`src/verilog/pet_macros.svh`:
```
`ifndef PET_MACROS_SVH
`define PET_MACROS_SVH

// life clock
`define PET_MAX_LIFESPAN     9'd330
`define PET_TICK_CYCLES      50_000_000

// need onset points, compared under their masks
`define PET_HUNGER_ONSET     9'd15
`define PET_HUNGER_MASK      9'h00f
`define PET_BORED_ONSET      9'd19
`define PET_BORED_MASK       9'h01f
`define PET_DIRTY_ONSET      9'd24
`define PET_DIRTY_MASK       9'h01f
`define PET_SICK_ONSET       9'd29
`define PET_SICK_MASK        9'h01f

// escalation of an unanswered need
`define PET_ESCALATE_MASK    9'h003
`define PET_NEED_ESCALATE    9'd2
`define PET_SICK_ESCALATE    9'd3
`define PET_STEP_LIMIT       3'd7

// dying to dead
`define PET_DYING_STEP       9'd28
`define PET_DYING_MASK       9'h01f

// sleep, once per 64 ticks
`define PET_SLEEP_ONSET      9'd44
`define PET_SLEEP_MASK       9'h03f
`define PET_SLEEP_STEP       9'd4
`define PET_SLEEP_STEP_MASK  9'h007
`define PET_SLEEP_LENGTH     4'd12

`endif
```
`src/verilog/pet_pkg.sv`:
```
package pet_pkg;

    // elapsed ticks since reset
    typedef logic [8:0] life_count_t;

    // escalation and dying-to-dead steps, 7 is the trigger
    typedef logic [2:0] step_count_t;

    // completed sleeps
    typedef logic [3:0] age_t;

    typedef logic [3:0] sleep_count_t;

    // a count of zero never matches
    function automatic logic count_match(
        life_count_t count,
        life_count_t mask,
        life_count_t value
    );
        logic nonzero;
        logic masked_equal;
        nonzero = (count != '0);
        masked_equal = ((count & mask) == value);
        return nonzero && masked_equal;
    endfunction

endpackage

```
`src/verilog/pet_status_top.sv`:
```
`include "pet_macros.svh"

module pet_status_top #(
    parameter int TICK_CYCLES = `PET_TICK_CYCLES
) (
    input  logic                 clk,
    input  logic                 reset,
    input  logic                 food,
    input  logic                 ball,
    input  logic                 broom,
    input  logic                 pills,
    input  logic                 first_aid,
    output logic                 hungry,
    output logic                 bored,
    output logic                 dirty,
    output logic                 sick,
    output logic                 dying,
    output logic                 deceased,
    output logic                 sleeping,
    output pet_pkg::age_t        age,
    output pet_pkg::life_count_t life_count
);

    logic       tick;
    logic       old_age;
    // hunger, bored, dirty, sick from bit 0 up
    logic [3:0] dying_request;

    life_clock #(
        .TICK_CYCLES(TICK_CYCLES)
    ) u_life_clock (
        .clk       (clk),
        .reset     (reset),
        .deceased  (deceased),
        .tick      (tick),
        .life_count(life_count),
        .old_age   (old_age)
    );

    need_tracker #(
        .ONSET_MASK    (`PET_HUNGER_MASK),
        .ONSET_VALUE   (`PET_HUNGER_ONSET),
        .ESCALATE_VALUE(`PET_NEED_ESCALATE)
    ) u_hunger (
        .clk          (clk),
        .reset        (reset),
        .tick         (tick),
        .life_count   (life_count),
        .care         (food),
        .sleeping     (sleeping),
        .dying        (dying),
        .deceased     (deceased),
        .need         (hungry),
        .dying_request(dying_request[0])
    );

    need_tracker #(
        .ONSET_MASK    (`PET_BORED_MASK),
        .ONSET_VALUE   (`PET_BORED_ONSET),
        .ESCALATE_VALUE(`PET_NEED_ESCALATE)
    ) u_bored (
        .clk          (clk),
        .reset        (reset),
        .tick         (tick),
        .life_count   (life_count),
        .care         (ball),
        .sleeping     (sleeping),
        .dying        (dying),
        .deceased     (deceased),
        .need         (bored),
        .dying_request(dying_request[1])
    );

    need_tracker #(
        .ONSET_MASK    (`PET_DIRTY_MASK),
        .ONSET_VALUE   (`PET_DIRTY_ONSET),
        .ESCALATE_VALUE(`PET_NEED_ESCALATE)
    ) u_dirty (
        .clk          (clk),
        .reset        (reset),
        .tick         (tick),
        .life_count   (life_count),
        .care         (broom),
        .sleeping     (sleeping),
        .dying        (dying),
        .deceased     (deceased),
        .need         (dirty),
        .dying_request(dying_request[2])
    );

    // sickness escalates on its own beat
    need_tracker #(
        .ONSET_MASK    (`PET_SICK_MASK),
        .ONSET_VALUE   (`PET_SICK_ONSET),
        .ESCALATE_VALUE(`PET_SICK_ESCALATE)
    ) u_sick (
        .clk          (clk),
        .reset        (reset),
        .tick         (tick),
        .life_count   (life_count),
        .care         (pills),
        .sleeping     (sleeping),
        .dying        (dying),
        .deceased     (deceased),
        .need         (sick),
        .dying_request(dying_request[3])
    );

    vital_monitor u_vital_monitor (
        .clk          (clk),
        .reset        (reset),
        .tick         (tick),
        .life_count   (life_count),
        .dying_request(dying_request),
        .first_aid    (first_aid),
        .old_age      (old_age),
        .dying        (dying),
        .deceased     (deceased)
    );

    sleep_cycle u_sleep_cycle (
        .clk       (clk),
        .reset     (reset),
        .tick      (tick),
        .life_count(life_count),
        .dying     (dying),
        .deceased  (deceased),
        .sleeping  (sleeping),
        .age       (age)
    );

endmodule

```
`src/verilog/sleep_cycle.sv`:
```
`include "pet_macros.svh"

module sleep_cycle (
    input  logic                 clk,
    input  logic                 reset,
    input  logic                 tick,
    input  pet_pkg::life_count_t life_count,
    input  logic                 dying,
    input  logic                 deceased,
    output logic                 sleeping,
    output pet_pkg::age_t        age
);

    localparam pet_pkg::sleep_count_t LAST_STEP = `PET_SLEEP_LENGTH - 4'd1;

    pet_pkg::sleep_count_t sleep_steps;
    logic                  onset_tick;
    logic                  step_tick;

    assign onset_tick = tick &&
        pet_pkg::count_match(life_count, `PET_SLEEP_MASK, `PET_SLEEP_ONSET);

    assign step_tick = tick &&
        pet_pkg::count_match(life_count, `PET_SLEEP_STEP_MASK, `PET_SLEEP_STEP);

    always_ff @(posedge clk) begin
        if (reset) begin
            sleeping    <= 1'b0;
            sleep_steps <= '0;
            age         <= '0;
        end else if (dying || deceased) begin
            sleeping    <= 1'b0;
            sleep_steps <= '0;
        end else if (!sleeping) begin
            if (onset_tick) begin
                sleeping <= 1'b1;
            end
        end else if (step_tick) begin
            if (sleep_steps == LAST_STEP) begin
                // wake up one age step older
                sleeping    <= 1'b0;
                sleep_steps <= '0;
                age         <= age + 1'b1;
            end else begin
                sleep_steps <= sleep_steps + 1'b1;
            end
        end
    end

endmodule

```
`src/verilog/vital_monitor.sv`:
```
`include "pet_macros.svh"

module vital_monitor (
    input  logic                 clk,
    input  logic                 reset,
    input  logic                 tick,
    input  pet_pkg::life_count_t life_count,
    input  logic [3:0]           dying_request,
    input  logic                 first_aid,
    input  logic                 old_age,
    output logic                 dying,
    output logic                 deceased
);

    localparam pet_pkg::step_count_t LAST_STEP = `PET_STEP_LIMIT - 3'd1;

    pet_pkg::step_count_t dead_steps;
    logic                 dying_tick;

    assign dying_tick = tick &&
        pet_pkg::count_match(life_count, `PET_DYING_MASK, `PET_DYING_STEP);

    always_ff @(posedge clk) begin
        if (reset) begin
            dying      <= 1'b0;
            deceased   <= 1'b0;
            dead_steps <= '0;
        end else if (!deceased) begin
            if (old_age) begin
                deceased <= 1'b1;
                dying    <= 1'b0;
            end else if (dying && dying_tick && dead_steps == LAST_STEP) begin
                // seventh step ends it
                dead_steps <= dead_steps + 1'b1;
                deceased   <= 1'b1;
                dying      <= 1'b0;
            end else begin
                if (first_aid) begin
                    dying <= 1'b0;
                end else if (|dying_request) begin
                    dying <= 1'b1;
                end
                // first aid does not rewind the dying steps
                if (dying && dying_tick) begin
                    dead_steps <= dead_steps + 1'b1;
                end
            end
        end
    end

endmodule

```
`src/verilog/need_tracker.sv`:
```
`include "pet_macros.svh"

module need_tracker #(
    parameter pet_pkg::life_count_t ONSET_MASK     = `PET_HUNGER_MASK,
    parameter pet_pkg::life_count_t ONSET_VALUE    = `PET_HUNGER_ONSET,
    parameter pet_pkg::life_count_t ESCALATE_VALUE = `PET_NEED_ESCALATE
) (
    input  logic                 clk,
    input  logic                 reset,
    input  logic                 tick,
    input  pet_pkg::life_count_t life_count,
    input  logic                 care,
    input  logic                 sleeping,
    input  logic                 dying,
    input  logic                 deceased,
    output logic                 need,
    output logic                 dying_request
);

    pet_pkg::step_count_t steps;
    logic                 onset_tick;
    logic                 escalate_tick;
    logic                 at_limit;

    assign onset_tick = tick &&
        pet_pkg::count_match(life_count, ONSET_MASK, ONSET_VALUE);

    assign escalate_tick = tick &&
        pet_pkg::count_match(life_count, `PET_ESCALATE_MASK, ESCALATE_VALUE);

    assign at_limit = (steps == `PET_STEP_LIMIT);

    always_ff @(posedge clk) begin
        if (reset) begin
            need  <= 1'b0;
            steps <= '0;
        end else if (care) begin
            need  <= 1'b0;
            steps <= '0;
        end else if (dying || deceased) begin
            need <= 1'b0;
        end else if (!sleeping) begin
            if (!need) begin
                if (onset_tick) begin
                    need  <= 1'b1;
                    // a fresh need starts its escalation from zero
                    steps <= '0;
                end
            end else if (escalate_tick && !at_limit) begin
                steps <= steps + 1'b1;
            end
        end
        // asleep: need and steps hold
    end

    // neglected long enough
    assign dying_request = need && at_limit;

endmodule

```
`src/verilog/life_clock.sv`:
```
`include "pet_macros.svh"

module life_clock #(
    parameter int TICK_CYCLES = `PET_TICK_CYCLES
) (
    input  logic                clk,
    input  logic                reset,
    input  logic                deceased,
    output logic                tick,
    output pet_pkg::life_count_t life_count,
    output logic                old_age
);

    localparam int CNT_W = $clog2(TICK_CYCLES + 1);
    localparam logic [CNT_W-1:0] CNT_LAST = CNT_W'(TICK_CYCLES - 1);

    logic [CNT_W-1:0] cycle_cnt;
    logic             running;

    // stops once the pet is gone or has reached its lifespan
    assign running = !deceased && !old_age;

    always_ff @(posedge clk) begin
        if (reset) begin
            cycle_cnt  <= '0;
            tick       <= 1'b0;
            life_count <= '0;
        end else if (running) begin
            if (cycle_cnt == CNT_LAST) begin
                cycle_cnt  <= '0;
                tick       <= 1'b1;
                // new count is visible together with the tick
                life_count <= life_count + 1'b1;
            end else begin
                cycle_cnt <= cycle_cnt + 1'b1;
                tick      <= 1'b0;
            end
        end else begin
            tick <= 1'b0;
        end
    end

    assign old_age = (life_count == `PET_MAX_LIFESPAN);

endmodule

```
`config.mk`:
```
export PLATFORM = sky130hd
export DESIGN_NAME = pet_status_top
export DESIGN_NICKNAME = d
export VERILOG_FILES = /design/src/verilog/pet_pkg.sv /design/src/verilog/pet_status_top.sv /design/src/verilog/sleep_cycle.sv /design/src/verilog/vital_monitor.sv /design/src/verilog/need_tracker.sv /design/src/verilog/life_clock.sv
export VERILOG_INCLUDE_DIRS = /design/src /design/src/verilog
export SDC_FILE = /design/constraint.sdc
export NUM_CORES = 1
export LEC_CHECK = 0
export ABC_AREA = 1
export BUFFER_PORTS_ARGS = -buffer_cell sky130_fd_sc_hd__buf_4
export CAP_MARGIN = 25
export CORE_MARGIN = 5
export CORE_UTILIZATION = 31
export CTS_BUF_LIST = sky130_fd_sc_hd__clkbuf_4 sky130_fd_sc_hd__clkbuf_8
export DETAILED_ROUTE_END_ITERATION = 8
export PLACE_DENSITY = 0.59
export SLEW_MARGIN = 10
export SYNTH_ARGS = -nofsm -noshare
export SYNTH_HDL_FRONTEND = slang
export SYNTH_SLANG_ARGS = --single-unit
```
`constraint.sdc`:
```
create_clock -name clk -period 2.85 [get_ports clk]
set_input_delay 0.57 -clock clk [delete_from_list [all_inputs] [get_ports clk]]
set_output_delay 0.57 -clock clk [all_outputs]
set_load 0.03 [all_outputs]
```
==> impl_metrics.env <==
export IMPL_nets=617
export IMPL_cp_required_ns=3.07
export IMPL_slew_viol_final=0
export IMPL_holdWs_ns=0.406
export IMPL_start_util_pct=31.5
export IMPL_area_delta_synth_final_pct=14.3
export IMPL_fin_ws_ns=0.809
export IMPL_antenna_cells=0
export IMPL_fin_cells=745
export IMPL_ant_nets=0
export IMPL_dp_cells=729
export IMPL_yosysSeqAreaShare_pct=35.0
export IMPL_grt_pass1_vias=3314
export IMPL_fin_worst_skew_ns=0.0109
export IMPL_ios=27
export IMPL_post_cts_resized=0
export IMPL_vias=3616
export IMPL_critPathKind="reg -> reg"
export IMPL_syn_area_um2=3770
export IMPL_hp_class="in -> reg"
export IMPL_status="finished, final reports clean"
export IMPL_wl_mm=8.96
export IMPL_route_detailed_drc=0
export IMPL_rsz0062_at_grt="no"
export IMPL_grt_usage_pct=12.9
export IMPL_cts_tree="done"
export IMPL_syn_inst=566
export IMPL_antenna_found_initial=0
export IMPL_num_rows=40
export IMPL_grt_pass1_wl_mm=15.2
export IMPL_fmax_mhz=490
export IMPL_drt_iter0_markers=206
export IMPL_die_area_um2=14500
export IMPL_post_cts_buffers=0
export IMPL_yosysWarnings=0
export IMPL_overflow=0
export IMPL_die_w_um=120
export IMPL_cp_max_fo=17
export IMPL_cts_htree_levels=3
export IMPL_ctsHoldBuffers=0
export IMPL_dp_hpwl_mm=6.79
export IMPL_wl_per_cell_um=12.0
export IMPL_firstDrtPassIters=5
export IMPL_reg2regPathDepth=10
export IMPL_die_height_um=120
export IMPL_hold_violations=0
export IMPL_p_leak_uw=0.00174
export IMPL_synth_cell_type_count=33
export IMPL_worst_pin_slew_ns=0.381
export IMPL_path_clk_slew_ns=0.07
export IMPL_slew_limit_headroom_pct=73.9
export IMPL_clock_latency_ns=0.35
export IMPL_min_path_cells=2
export IMPL_fin_crit_ns=2.04
export IMPL_synth_nets=590
export IMPL_worstSetupStartpointType="flop"
export IMPL_end_kind="flop"
export IMPL_max_cap_viol_count=0
export IMPL_crit_arrival_ns=2.26
export IMPL_fin_crit_sh_pct=71.6
export IMPL_fin_tns_setup_ns=0
export IMPL_power_density_nw_per_um2=428
export IMPL_setup_viol=0
export IMPL_drive_above_1_share_pct=12.0
export IMPL_avgSynthCellArea_um2=6.66
export IMPL_grt_max_degree=27
export IMPL_portBuffers=26
export IMPL_vdd_drop_max_mv=0.197
export IMPL_cts_sinks=66
export IMPL_routed_via_density=4.85
export IMPL_design_core_area_um2=12000
export IMPL_place_congestion=0.917
export IMPL_dp_slack_ns=0.811
export IMPL_numCtsBuffers=9
export IMPL_ys_ff_latch=66
export IMPL_root_buffer="clkbuf_8"
export IMPL_cts_max_path_buffers=2
## worst max-delay path: stages, from the launching register on
cell and delay, ns:
dfxtp_1 0.43, inv_1 0.11, ha_1 0.24, nand2_1 0.09
nor2_2 0.05, nand2_4 0.08, nand2_4 0.13, inv_4 0.21
nand2_4 0.10, o21ai_2 0.38, nor2_1 0.09
## layout by cell type, fill, tap and decap left out, types with 4 or more instances in the layout
master      n
nor2_1     87
nand3_1    37
nand4_1    19
xnor2_1     4
clkbuf_8    9
nand2_1   143
inv_2       7
nor2_2      8
inv_1      66
dfxtp_1    66
a21oi_1    37
ha_1       17
xor2_1     13
nor3_1     15
buf_4      26
o21ai_0     9
## cell families after synthesis
logic type | synth area share [%]
buf+inv | 8.99
simple gates | 38.1
flops | 35.0
fa+ha+maj | 5.64
xor+xnor | 3.95
compound gates | 8.29
## Yosys cell counts (all sizes together)
| cell | n | share of area (%) |
|---|---|---|
| nand3 | 38 | 5.2 |
| clkbuf | 3 | 0.30 |
| dfxtp | 66 | 35 |
| nor3 | 17 | 2.5 |
| a2111oi | 3 | 0.70 |
| o31ai | 1 | 0.20 |
| ha | 17 | 5.6 |
| o21ai | 12 | 1.7 |
| xnor2 | 4 | 0.93 |
| nand2 | 149 | 16 |
| nor2 | 98 | 11 |
| o211ai | 1 | 0.20 |
| xor2 | 13 | 3.0 |
| or2 | 1 | 0.17 |
| a21boi | 2 | 0.40 |
| a21o | 1 | 0.20 |
| a21oi | 37 | 4.9 |
| inv | 74 | 7.4 |
| nand3b | 2 | 0.40 |
| nor3b | 1 | 0.20 |
| nand4 | 19 | 3.2 |
| buf | 7 | 1.3 |
## path summary, 6_finish.rpt
kind / endpoint / startpoint / slack [ns]
setup reg to reg: u_life_clock.cycle_cnt[5]$_SDFFE_PP0P_ / u_life_clock.life_count[0]$_SDFFE_PP0P_ / 0.81
setup / recovery: u_life_clock.cycle_cnt[5]$_SDFFE_PP0P_ / u_life_clock.life_count[0]$_SDFFE_PP0P_ / 0.81
hold reg to reg: u_hunger.steps[1]$_SDFFE_PP0P_ / u_hunger.steps[1]$_SDFFE_PP0P_ / 0.47
hold / removal: u_bored.need$_SDFFE_PP0N_ / ball / 0.41
## layer usage
layer,track usage (%),part of all wire [%]
met2,20.8,47
met4,5.88,2.5
met5,0,0
met3,3.55,4.0
met1,16.1,47
## registers in the layout, indices dropped and copies added, names as in the netlist, 3 cells and up
signal                      flops
u_life_clock.cycle_cnt         26
u_life_clock.life_count         9
u_sleep_cycle.age               4
u_sleep_cycle.sleep_steps       4
u_bored.steps                   3
u_dirty.steps                   3
u_hunger.steps                  3
u_sick.steps                    3
u_vital_monitor.dead_steps      3
## where the power goes
group / switching (uW) / internal (uW)
clock: 363 / 511
combinational: 27.4 / 14.9
sequential: 3.64 / 925
total: 394 / 1450
## final cells by class
type | count | area (um^2)
clock buffers | 11 | 139
multi-input cells | 416 | 2110
well taps | 147 | 184
flip-flops and latches | 66 | 1320
clock inverters | 5 | 78.8
repair buffers | 26 | 195
fillers | 1245 | 7650
inverters | 74 | 280
## through the flow
stage          total power [uW]  utilization, %  area [um^2]
3_3_place_gp                992            34.2         4090
4_1_cts                    1870            36.0         4310
6_report                   1850            36.0         4310
5_1_grt                    1930            36.0         4310
3_5_place_dp                993            34.2         4090
2_1_floorplan               978               -         3770
(Power assumes the default switching activity.)
